<file path="config.mk">
export PLATFORM = sky130hd
export DESIGN_NAME = rv_core_top
export DESIGN_NICKNAME = d
export VERILOG_FILES = /design/src/source/rv_core_pkg.sv /design/src/source/imm_gen.sv /design/src/source/ctrl_decode.sv /design/src/source/reg_file.sv /design/src/source/load_align.sv /design/src/source/store_align.sv /design/src/source/rv_core_top.sv
export SDC_FILE = /design/constraint.sdc
export NUM_CORES = 2
export LEC_CHECK = 0
export BUFFER_PORTS_ARGS = -buffer_cell sky130_fd_sc_hd__buf_2
export CAP_MARGIN = 20
export CORE_MARGIN = 1
export CORE_UTILIZATION = 45
export CTS_BUF_LIST = sky130_fd_sc_hd__clkbuf_16
export DETAILED_ROUTE_END_ITERATION = 10
export GPL_TIMING_DRIVEN = 1
export PLACE_DENSITY_LB_ADDON = 0.05
export SLEW_MARGIN = 20
export SYNTH_ARGS = -nofsm -noshare
export SYNTH_HDL_FRONTEND = slang
export SYNTH_HIERARCHICAL = 1
export SYNTH_SLANG_ARGS = --single-unit
</file>
<file path="constraint.sdc">
create_clock -name clk -period 6.15 [get_ports clk]
set_clock_uncertainty 0.05 [all_clocks]
set_input_delay 1.23 -clock clk [delete_from_list [all_inputs] [get_ports clk]]
set_output_delay 1.23 -clock clk [all_outputs]
set_load 0.05 [all_outputs]
</file>
<file path="src/source/rv_core_pkg.sv">
`default_nettype none

package rv_core_pkg;

  // datapath widths
  localparam int xlen       = 32;
  localparam int reg_addr_w = 5;
  localparam int op_w       = 7;
  localparam int mask_w     = xlen / 8;  // one strobe per byte lane

  // major opcodes, inst[6:0]
  localparam logic [op_w-1:0] op_imm    = 7'b001_0011;  // addi only
  localparam logic [op_w-1:0] op_lui    = 7'b011_0111;
  localparam logic [op_w-1:0] op_auipc  = 7'b001_0111;
  localparam logic [op_w-1:0] op_jal    = 7'b110_1111;
  localparam logic [op_w-1:0] op_jalr   = 7'b110_0111;
  localparam logic [op_w-1:0] op_load   = 7'b000_0011;
  localparam logic [op_w-1:0] op_store  = 7'b010_0011;
  localparam logic [op_w-1:0] op_system = 7'b111_0011;  // ebreak

  // funct3 access sizes, shared by loads and stores
  localparam logic [2:0] f3_b  = 3'b000;
  localparam logic [2:0] f3_h  = 3'b001;
  localparam logic [2:0] f3_w  = 3'b010;
  localparam logic [2:0] f3_bu = 3'b100;  // loads only
  localparam logic [2:0] f3_hu = 3'b101;  // loads only

  // register write-back source
  typedef enum logic [1:0] {
    wb_sum  = 2'd0,  // adder result
    wb_pc4  = 2'd1,  // link address
    wb_load = 2'd2   // aligned load data
  } wb_sel_t;

  // next pc source
  typedef enum logic {
    npc_pc4 = 1'b0,
    npc_sum = 1'b1   // jump target from adder
  } npc_sel_t;

endpackage

`default_nettype wire

</file>
<file path="src/source/imm_gen.sv">
`timescale 1ns/1ps
`default_nettype none

module imm_gen (
  input  logic [rv_core_pkg::xlen-1:0] inst,
  output logic [rv_core_pkg::xlen-1:0] imm
);

  logic [rv_core_pkg::op_w-1:0] opcode;
  logic [rv_core_pkg::xlen-1:0] imm_i;
  logic [rv_core_pkg::xlen-1:0] imm_s;
  logic [rv_core_pkg::xlen-1:0] imm_u;
  logic [rv_core_pkg::xlen-1:0] imm_j;

  assign opcode = inst[6:0];

  // all formats keep the sign in inst[31]
  assign imm_i = {{20{inst[31]}}, inst[31:20]};
  assign imm_s = {{20{inst[31]}}, inst[31:25], inst[11:7]};
  assign imm_u = {inst[31:12], 12'h000};  // already in upper bits
  assign imm_j = {{12{inst[31]}}, inst[19:12], inst[20], inst[30:21], 1'b0};

  always_comb begin
    case (opcode)
      rv_core_pkg::op_imm,
      rv_core_pkg::op_jalr,
      rv_core_pkg::op_load:   imm = imm_i;
      rv_core_pkg::op_store:  imm = imm_s;
      rv_core_pkg::op_lui,
      rv_core_pkg::op_auipc:  imm = imm_u;
      rv_core_pkg::op_jal:    imm = imm_j;
      default:                imm = '0;  // no-op opcodes
    endcase
  end

endmodule

`default_nettype wire

</file>
<file path="src/source/ctrl_decode.sv">
`timescale 1ns/1ps
`default_nettype none

module ctrl_decode (
  input  logic [rv_core_pkg::op_w-1:0] opcode,
  output logic                         reg_we,
  output logic                         use_pc,
  output logic                         zero_base,
  output rv_core_pkg::wb_sel_t         wb_sel,
  output rv_core_pkg::npc_sel_t        npc_sel,
  output logic                         is_load,
  output logic                         is_store,
  output logic                         halt
);

  always_comb begin
    // defaults give a plain no-op that falls through to pc + 4
    reg_we    = 1'b0;
    use_pc    = 1'b0;
    zero_base = 1'b0;
    wb_sel    = rv_core_pkg::wb_sum;
    npc_sel   = rv_core_pkg::npc_pc4;
    is_load   = 1'b0;
    is_store  = 1'b0;
    halt      = 1'b0;

    case (opcode)
      rv_core_pkg::op_imm: begin
        reg_we = 1'b1;  // rs1 + imm
      end
      rv_core_pkg::op_lui: begin
        reg_we    = 1'b1;
        zero_base = 1'b1;  // 0 + imm_u
      end
      rv_core_pkg::op_auipc: begin
        reg_we = 1'b1;
        use_pc = 1'b1;
      end
      rv_core_pkg::op_jal: begin
        reg_we  = 1'b1;
        use_pc  = 1'b1;
        wb_sel  = rv_core_pkg::wb_pc4;
        npc_sel = rv_core_pkg::npc_sum;
      end
      rv_core_pkg::op_jalr: begin
        reg_we  = 1'b1;
        wb_sel  = rv_core_pkg::wb_pc4;
        npc_sel = rv_core_pkg::npc_sum;
      end
      rv_core_pkg::op_load: begin
        reg_we  = 1'b1;
        wb_sel  = rv_core_pkg::wb_load;
        is_load = 1'b1;
      end
      rv_core_pkg::op_store: begin
        is_store = 1'b1;  // address only, no write-back
      end
      rv_core_pkg::op_system: begin
        halt = 1'b1;  // ebreak
      end
      default: ;
    endcase
  end

endmodule

`default_nettype wire

</file>
<file path="src/source/reg_file.sv">
`timescale 1ns/1ps
`default_nettype none

module reg_file (
  input  logic                               clk,
  input  logic [rv_core_pkg::reg_addr_w-1:0] rs1_addr,
  input  logic [rv_core_pkg::reg_addr_w-1:0] rs2_addr,
  output logic [rv_core_pkg::xlen-1:0]       rs1_data,
  output logic [rv_core_pkg::xlen-1:0]       rs2_data,
  input  logic [rv_core_pkg::reg_addr_w-1:0] rd_addr,
  input  logic [rv_core_pkg::xlen-1:0]       rd_data,
  input  logic                               we
);

  logic [rv_core_pkg::xlen-1:0] regs [2**rv_core_pkg::reg_addr_w];

  always_ff @(posedge clk) begin
    if (we && (rd_addr != '0)) begin  // x0 never written
      regs[rd_addr] <= rd_data;
    end
  end

  // combinational reads, x0 hardwired to zero
  assign rs1_data = (rs1_addr == '0) ? '0 : regs[rs1_addr];
  assign rs2_data = (rs2_addr == '0) ? '0 : regs[rs2_addr];

endmodule

`default_nettype wire

</file>
<file path="src/source/load_align.sv">
`timescale 1ns/1ps
`default_nettype none

module load_align (
  input  logic [2:0]                   funct3,
  input  logic [1:0]                   byte_off,
  input  logic [rv_core_pkg::xlen-1:0] rdata,
  output logic [rv_core_pkg::xlen-1:0] load_data
);

  logic [7:0]  byte_sel;
  logic [15:0] half_sel;

  // pick the addressed lane first, extension works on that
  always_comb begin
    case (byte_off)
      2'd0:    byte_sel = rdata[7:0];
      2'd1:    byte_sel = rdata[15:8];
      2'd2:    byte_sel = rdata[23:16];
      default: byte_sel = rdata[31:24];
    endcase
  end

  assign half_sel = byte_off[1] ? rdata[31:16] : rdata[15:0];

  always_comb begin
    load_data = '0;  // misaligned or unknown size
    case (funct3)
      rv_core_pkg::f3_b:
        load_data = {{(rv_core_pkg::xlen-8){byte_sel[7]}}, byte_sel};
      rv_core_pkg::f3_bu:
        load_data = {{(rv_core_pkg::xlen-8){1'b0}}, byte_sel};
      rv_core_pkg::f3_h: begin
        if (!byte_off[0]) begin
          load_data = {{(rv_core_pkg::xlen-16){half_sel[15]}}, half_sel};
        end
      end
      rv_core_pkg::f3_hu: begin
        if (!byte_off[0]) begin
          load_data = {{(rv_core_pkg::xlen-16){1'b0}}, half_sel};
        end
      end
      rv_core_pkg::f3_w: begin
        if (byte_off == 2'd0) begin
          load_data = rdata;
        end
      end
      default: ;
    endcase
  end

endmodule

`default_nettype wire

</file>
<file path="src/source/store_align.sv">
`timescale 1ns/1ps
`default_nettype none

module store_align (
  input  logic [2:0]                     funct3,
  input  logic [1:0]                     byte_off,
  input  logic [rv_core_pkg::xlen-1:0]   src,
  output logic [rv_core_pkg::xlen-1:0]   wdata,
  output logic [rv_core_pkg::mask_w-1:0] wmask,
  output logic                           misaligned
);

  always_comb begin
    wdata      = src;
    wmask      = '0;
    misaligned = 1'b0;
    case (funct3)
      rv_core_pkg::f3_b: begin
        wdata = {rv_core_pkg::mask_w{src[7:0]}};  // byte on every lane
        wmask = {{(rv_core_pkg::mask_w-1){1'b0}}, 1'b1} << byte_off;
      end
      rv_core_pkg::f3_h: begin
        wdata = {(rv_core_pkg::mask_w/2){src[15:0]}};
        if (byte_off[0]) begin
          misaligned = 1'b1;
        end else begin
          wmask = byte_off[1] ? 4'b1100 : 4'b0011;
        end
      end
      rv_core_pkg::f3_w: begin
        if (byte_off != 2'd0) begin
          misaligned = 1'b1;
        end else begin
          wmask = '1;
        end
      end
      default: misaligned = 1'b1;  // bad size, treated as a rejected access
    endcase
  end

endmodule

`default_nettype wire

</file>
<file path="src/source/rv_core_top.sv">
`timescale 1ns/1ps
`default_nettype none

module rv_core_top #(
  parameter logic [rv_core_pkg::xlen-1:0] reset_pc = 32'h8000_0000
) (
  input  logic                           clk,
  input  logic                           reset,
  input  logic [rv_core_pkg::xlen-1:0]   inst,
  output logic [rv_core_pkg::xlen-1:0]   pc,
  output logic [rv_core_pkg::xlen-1:0]   dmem_addr,
  output logic [rv_core_pkg::xlen-1:0]   dmem_wdata,
  output logic [rv_core_pkg::mask_w-1:0] dmem_wmask,
  output logic                           dmem_we,
  output logic                           dmem_re,
  input  logic [rv_core_pkg::xlen-1:0]   dmem_rdata,
  output logic                           halt
);

  logic                               reg_we;
  logic                               use_pc;
  logic                               zero_base;
  logic                               is_load;
  logic                               is_store;
  logic                               dec_halt;
  rv_core_pkg::wb_sel_t               wb_sel;
  rv_core_pkg::npc_sel_t              npc_sel;
  logic                               rf_we;
  logic [rv_core_pkg::xlen-1:0]       imm;
  logic [rv_core_pkg::xlen-1:0]       rs1_data;
  logic [rv_core_pkg::xlen-1:0]       rs2_data;
  logic [rv_core_pkg::xlen-1:0]       op_a;
  logic [rv_core_pkg::xlen-1:0]       sum;
  logic [rv_core_pkg::xlen-1:0]       pc_plus4;
  logic [rv_core_pkg::xlen-1:0]       next_pc;
  logic [rv_core_pkg::xlen-1:0]       rd_data;
  logic [rv_core_pkg::xlen-1:0]       load_data;
  logic [rv_core_pkg::mask_w-1:0]     st_wmask;
  logic                               st_misaligned;

  ctrl_decode i_ctrl_decode (
    .opcode    (inst[6:0]),
    .reg_we    (reg_we),
    .use_pc    (use_pc),
    .zero_base (zero_base),
    .wb_sel    (wb_sel),
    .npc_sel   (npc_sel),
    .is_load   (is_load),
    .is_store  (is_store),
    .halt      (dec_halt)
  );

  imm_gen i_imm_gen (
    .inst (inst),
    .imm  (imm)
  );

  reg_file i_reg_file (
    .clk      (clk),
    .rs1_addr (inst[19:15]),
    .rs2_addr (inst[24:20]),
    .rs1_data (rs1_data),
    .rs2_data (rs2_data),
    .rd_addr  (inst[11:7]),
    .rd_data  (rd_data),
    .we       (rf_we)
  );

  // single adder for addresses, targets and addi/lui/auipc results
  assign op_a     = zero_base ? '0 : (use_pc ? pc : rs1_data);
  assign sum      = op_a + imm;
  assign pc_plus4 = pc + 32'd4;

  load_align i_load_align (
    .funct3    (inst[14:12]),
    .byte_off  (sum[1:0]),
    .rdata     (dmem_rdata),
    .load_data (load_data)
  );

  store_align i_store_align (
    .funct3     (inst[14:12]),
    .byte_off   (sum[1:0]),
    .src        (rs2_data),
    .wdata      (dmem_wdata),
    .wmask      (st_wmask),
    .misaligned (st_misaligned)
  );

  always_comb begin
    case (wb_sel)
      rv_core_pkg::wb_pc4:  rd_data = pc_plus4;  // link
      rv_core_pkg::wb_load: rd_data = load_data;
      default:              rd_data = sum;
    endcase
  end

  // jalr target drops bit 0, jal target is even anyway
  assign next_pc = (npc_sel == rv_core_pkg::npc_sum) ? {sum[rv_core_pkg::xlen-1:1], 1'b0}
                                                     : pc_plus4;

  assign halt  = dec_halt & ~reset;
  assign rf_we = reg_we & ~reset;  // ebreak already has reg_we low

  always_ff @(posedge clk) begin
    if (reset) begin
      pc <= reset_pc;
    end else if (!halt) begin
      pc <= next_pc;  // held while halted
    end
  end

  // data memory side
  assign dmem_addr  = sum;
  assign dmem_re    = is_load;
  assign dmem_we    = is_store & ~st_misaligned & ~reset;
  assign dmem_wmask = dmem_we ? st_wmask : '0;  // strobes only with a write

endmodule

`default_nettype wire

</file>
== Word level (Yosys, flattened, before mapping) ==
Memories as Yosys holds them, arrays and structs flattened.
Index checks and enable logic that the tools add are counted.

* Output and inout port bits: 103
* Bits in registers: 32
* Word-level logic and storage cells: 71
* Bits in writable memories: 1024
* Memories: 1
* Input bits: 66

* Bitwise gates (word level): 6
* Eq/ne operators: 16
* $add $sub $neg: 2
* Shift operators: 1
* Reductions and logical operators: 12
* Mux-type cells: 32

{| class="wikitable"
|+ Memory list
! name !! words !! width !! read ports !! clocked after memory_dff !! write ports !! RTL line !! RTL
|-
| i_reg_file.regs || 32 || 32 || 2 || 0 || 1 || reg_file.sv:15 || <nowiki>logic [rv_core_pkg::xlen-1:0] regs [2**rv_core_pkg::reg_addr_w];</nowiki>
|}

{| class="wikitable"
|+ Operators with widths
! cell !! number
|-
| 32-bit two-way mux || 7
|-
| 32-bit case mux with 5 select lines || 1
|-
| 32-bit case mux with 2 select lines || 2
|-
| 32-bit case mux with 4 select lines || 1
|-
| 32-bit by 3-bit adder with 32-bit output, second input constant || 1
|-
| 32-bit adder || 1
|-
| 16-bit two-way mux || 2
|-
| 8-bit case mux with 3 select lines || 1
|-
| 7-bit == test, second input constant || 3
|-
| 4-bit two-way mux || 4
|-
| 7-bit by 5-bit == test with 1-bit output, second input constant || 2
|-
| 7-bit by 6-bit == test with 1-bit output, second input constant || 2
|-
| 4-bit case mux with 3 select lines || 1
|-
| 1-bit two-way mux || 11
|-
| 5-bit logical NOT || 2
|-
| 7-bit by 2-bit == test with 1-bit output, second input constant || 1
|-
| 3-bit == test, second input constant || 2
|-
| 2-bit OR reduction || 3
|-
| 6-bit OR reduction || 1
|-
| 5-bit nonzero test || 1
|-
| 1-bit bitwise AND || 4
|-
| 2-bit by 1-bit == test with 1-bit output, second input constant || 2
|-
| 2-bit == test, second input constant || 2
|-
| 2-bit case mux with 2 select lines || 1
|-
| 10 further kinds || 11
|}

== Logic depth before layout (Yosys ltp) ==
* Word-level depth: 13
* Depth in mapped cells: 20
* Gate-level depth less buffers: 17

== By module ==
Netlist, hierarchy kept.

{| class="wikitable"
|+ By module, submodules not included
! module !! cells each !! seq. area each (sq um) !! instances !! area an instance (sq um)
|-
| reg_file || 2564 || 30749.5 || 1 || 47929.7
|-
| rv_core_top || 733 || 620.6 || 1 || 5063.6
|-
| load_align || 113 || 0.0 || 1 || 813.3
|-
| store_align || 68 || 0.0 || 1 || 563.0
|-
| imm_gen || 86 || 0.0 || 1 || 500.5
|-
| ctrl_decode || 21 || 0.0 || 1 || 132.6
|}

== Worst setup path before layout ==
OpenSTA, ideal clock, no wires.

* Path type: input -> output
* Start point: input inst[15] (netlist name)
* End point: output dmem_wmask[0] (netlist name)
* Arrival: 6193 ps
* Path buffers: 3
* Setup slack: -1323 ps
* Stages on the path: 14
* Data required time: 4870 ps
* Path through: buf_2 > buf_2 > nor2b_1 > clkbuf_1 > a22oi_1 > a311oi_1 > mux2i_1 > or2_2 > fa_1 > inv_1 > or3_1 > a21o_1 > nor3b_1 > and2_1

* Cells in the longest elaborated chain, start to end: 12
* Elaborated cells between the ends (all ways): 19
* Classes of those cells: add/sub (1); shift (1); mux (11); bitwise (3); reduce/logical (2); memory (1)

{| class="wikitable"
|+ Ends and longest elaborated chain
! element !! RTL line !! RTL
|-
| start: declaration || rv_core_top.sv:9 || <nowiki>input logic [rv_core_pkg::xlen-1:0] inst,</nowiki>
|-
| memory 32 x 32 bit / 5-bit logical NOT (equally long branches) || -- ||
|-
| 32-bit two-way mux (*) || reg_file.sv:24 || <nowiki>assign rs1_data = (rs1_addr == '0) ? '0 : regs[rs1_addr];</nowiki>
|-
| named net rs1_data (one bit) || rv_core_top.sv:30 || <nowiki>logic [rv_core_pkg::xlen-1:0] rs1_data;</nowiki>
|-
| 32-bit two-way mux (*) (2 in a row) || rv_core_top.sv:70 || <nowiki>assign op_a = zero_base ? '0 : (use_pc ? pc : rs1_data);</nowiki>
|-
| 32-bit adder (*) || rv_core_top.sv:71 || <nowiki>assign sum = op_a + imm;</nowiki>
|-
| named net dmem_addr (one bit) || rv_core_top.sv:11 || <nowiki>output logic [rv_core_pkg::xlen-1:0] dmem_addr,</nowiki>
|-
| 2-bit nonzero test (*) || store_align.sv:31 || <nowiki>if (byte_off != 2'd0) begin</nowiki>
|-
| 1-bit two-way mux (*) || store_align.sv:31 ||
|-
| 1-bit case mux with 3 select lines (*) || store_align.sv:17 || <nowiki>case (funct3)</nowiki>
|-
| named net st_misaligned || rv_core_top.sv:39 || <nowiki>logic st_misaligned;</nowiki>
|-
| 1-bit NOT (*) || rv_core_top.sv:116 || <nowiki>assign dmem_we = is_store & ~st_misaligned & ~reset;</nowiki>
|-
| 1-bit bitwise AND (*) (2 in a row) || rv_core_top.sv:116 ||
|-
| named net dmem_we || rv_core_top.sv:14 || <nowiki>output logic dmem_we,</nowiki>
|-
| 4-bit two-way mux (*) || rv_core_top.sv:117 || <nowiki>assign dmem_wmask = dmem_we ? st_wmask : '0;</nowiki>
|-
| end: declaration || rv_core_top.sv:13 || <nowiki>output logic [rv_core_pkg::mask_w-1:0] dmem_wmask,</nowiki>
|}

Mark *: on every way through the listed nets, which the timed path passes. The rest lies on a longest branch.

== Final worst setup path ==
* Start point: input inst[18] (netlist name)
* End point: output dmem_addr[27] (netlist name)

* Cells in the longest elaborated chain, start to end: 5
* Elaborated cells between the ends (all ways): 7
* Classes of those cells: add/sub (1); mux (4); reduce/logical (1); memory (1)

{| class="wikitable"
|+ Ends and longest elaborated chain
! element !! RTL line
|-
| memory 32 x 32 bit / 5-bit logical NOT (equally long branches) || --
|-
| 32-bit two-way mux (*) || reg_file.sv:24
|-
| named net rs1_data (one bit) || rv_core_top.sv:30
|-
| 32-bit two-way mux (*) (2 in a row) || rv_core_top.sv:70
|-
| 32-bit adder (*) || rv_core_top.sv:71
|-
| end: declaration || rv_core_top.sv:11
|}

Marked as above.

==> impl_metrics.csv <==
group,metric,value,unit
run_status,outcome,"complete, but fails checks",
run_status,failed_checks,"negative setup slack",
timing,max_freq,0.1522,GHz
route,dr.first_iter.drc_count,5242,
final_layout,design_area,69690,um2
clocking,cts.sinks,1055,
final_layout,drive_gt1_share,39.42,%
synth,synth_area,55000,um2
setup_path,cp-start-kind,"input pin",
setup_path,cp_data_required_time,4.87,ns
route,wire_per_inst,36.99,um
synth,yosys.area.top_type,"edfxtp_1",
grt,grt_start_max_net_pins,76,
final_layout,most-common-layout-cells,"1024 x edfxtp_1, 455 x buf_4, 364 x mux2i_1",
synth,synthTopCellsByArea,"edfxtp_1 56%, mux4_2 12%, mux2i_1 6.8%",
route,routed_wl,220200,um
synth,yosysUniqueCellTypes,100,
floorplan,rows,127,
synth,synth_edf_count,1024,
synth,yosys_register_bits,1055,
min_path,hold_class,"reg -> reg",
setup_path,crit_type,"in -> out",
placed_design,dp_slack,-0.9789,ns
clocking,cts_hold_buf,0,
grt,antenna_found_initial,5,
setup_path,cpMaxStageDelayCell,"or4_4",
placed_design,placed_area,62570,um2
timing,hold_ws,0.5422,ns
final_layout,final_nets,4342,
timing,setup_ws,-0.4218,ns
clocking,cts_max_path_buffers,3,
synth,synth-main-ff-cell,"edfxtp_1",
placed_design,hpwlAfterDp,136300,um
synth,syn_area_per_cell,15.34,um2
synth,netlist_instances,3585,
power,vdd_drop_max,0.0002462,V
floorplan,die_w,351.6,um
clocking,cts_tree,"built",
floorplan,dieArea,123600,um2
final_layout,multi_input_area,23740,um2
timing,slew_violations,0,
final_layout,seqCellArea,31370,um2
clocking,cts_buffers,114,
grt,track_usage,35.33,%
flow_run,drv_cap,0,
floorplan,core_area,120600,um2
timing,rsz0062_at_grt,"true",
synth,postSynth.asyncResetShare,0,%
setup_path,critPathCaptureType,"primary output",
route,vias_per_cell,6.731,
clocking,insertion_delay,0.73,ns
clocking,ctsHtreeMaxLevel,3,
timing,period_share,106.9,%
final_layout,final_common_cell,"edfxtp_1",
floorplan,die_h,351.6,um
placed_design,port_buffers,167,
clocking,clk_pin_slew,0.06,ns
route,antenna_left,0,
power,power.total,18.72,mW
grt,grt_pass1_wl,303500,um
synth,yosysTopAreaCellShare,55.91,%
synth,seq_area_frac_synth,57.03,%
final_layout,areaGrowthSynthToFinish,26.71,%
timing,slew_headroom,30.51,%
grt,gr-total-overflow,0,
floorplan,start_util,45.60,%
timing,finalSetupViolations,23,
route,drc,0,
grt,grt_pass1_vias,39490,
power,powerDensity,268.7,nW/um2
setup_path,path_buf_inv,6,
final_layout,fillCellCount,9359,
clocking,cts_root_buffer,"clkbuf_16",
timing,fin_crit,6.572,ns
setup_path,arrival,5.29,ns
timing,tightest_slew,1.042,ns
setup_path,cp_max_fo,6,
route,first_pass_iters,6,
power,leakage,24.86,nW
floorplan,io_pins,169,
synth,yosysWarnings,6,
timing,finalHoldViolCount,0,
setup_path,critical_path.top_delay_family,"simple AND/OR/NAND/NOR gates",
route,vias,40070,
setup_path,cp_cell_sequence,"buf_12, or2_4, or4_4, buf_8, o21ai_2, a311oi_1, buf_4, mux2i_1, nor2_1, ha_1, a21oi_2, o21ai_2, nor3_4, a211oi_2, or3b_4, a311oi_4, buf_6, xor2_4, inv_2, buf_6",
setup_path,critical_path.max_stage_delay,0.61,ns
placed_design,routabilityCongestion,0.9289,
## cells in the mapped netlist (all sizes together), types with 26 or more instances
cell type,number
a21o,26
nor2b,54
nand4,39
a211oi,74
and3,26
nor2,145
clkbuf,143
inv,42
o221ai,64
nand3,36
a21oi,136
mux2,82
edfxtp,1024
mux2i,372
a311oi,33
nand2,182
xnor2,34
a221oi,77
o21ai,134
a22oi,85
buf,155
ha,34
mux4,358
dfxtp,31
## sequential cells by signal, summed over array words and instances (netlist names)
signal,cells
i_reg_file/regs,1024
pc,31
## metrics by stage
stage / setup TNS [ns] / utilization, % / std cells
after floorplan: -1.594 / - / 3616
final: -4.372 / 57.79 / 5953
after global routing: -6.563 / 57.78 / 5952
after global placement: -153.88 / 51.88 / 5618
after detailed placement: -195.41 / 51.88 / 5618
after CTS: -3.944 / 57.00 / 5922
## per-layer routing
layer	wire length [um]	global-route usage [%]	vias to the layer above
met4	11510	16.36	2
li1	-	-	16090
met1	85700	47.35	20840
met5	45	0	-
met3	22010	7.600	553
met2	100900	55.11	2582
## area by class of cell
class / instances / area share (%)
diodes: 1 / 0.003591
clock buffers: 116 / 4.165
clock inverters: 99 / 1.276
inverters: 42 / 0.2370
multi-input cells: 2221 / 34.06
flip-flops and latches: 1055 / 45.01
well taps: 1612 / 2.894
repair buffers: 807 / 12.35
## repair_timing
action | in CTS | in global routing
pin swaps | 63 | 104
gates resized for setup | 320 | 161
gates cloned | 17 | 1
setup buffers | 73 | 39
setup endpoints to repair | 31 | 32
## path summary, 6_finish.rpt
path / start / to / slack, ns / cells past startpoint
setup / recovery: inst[18] / dmem_addr[27] / -0.42 / 20
hold / removal: pc[28] / pc[28] / 0.54 / 2
setup reg to reg: i_reg_file/regs[2][0] / i_reg_file/regs[17][24] / 1.03 / 21
hold reg to reg: pc[28] / pc[28] / 0.54 / 2
## logic make-up after synthesis
group / after synthesis / synth area share (%)
compound gates: 695 / 9.117
xor+xnor: 55 / 0.8895
fa+ha+maj: 35 / 0.8098
buf+inv: 340 / 3.223
flops: 1055 / 57.03
mux: 812 / 23.50
other cells: 2 / 0.01365
simple gates: 591 / 5.409
## worst reg2reg max path, stage by stage, from the launching register on
cell	delay (ns)
edfxtp_1	0.39
mux4_2	0.47
nor2b_2	0.16
a211oi_1	0.26
a311oi_2	0.09
buf_4	0.22
nor3b_4	0.16
ha_2	0.19
inv_2	0.06
fa_2	0.49
clkinvlp_4	0.11
buf_4	0.13
buf_4	0.30
mux2i_1	0.13
nor3_1	0.41
nor3_4	0.07
buf_12	0.16
a21oi_1	0.29
buf_4	0.18
a221oi_1	0.08
a21oi_2	0.29
buf_12	0.22
## report_power, final
part           switching, mW  internal, mW
logic                   2.05          1.44
registers             0.0284          8.20
clock network           3.02          3.98
Note: power is estimated with default switching activity, not from simulation.
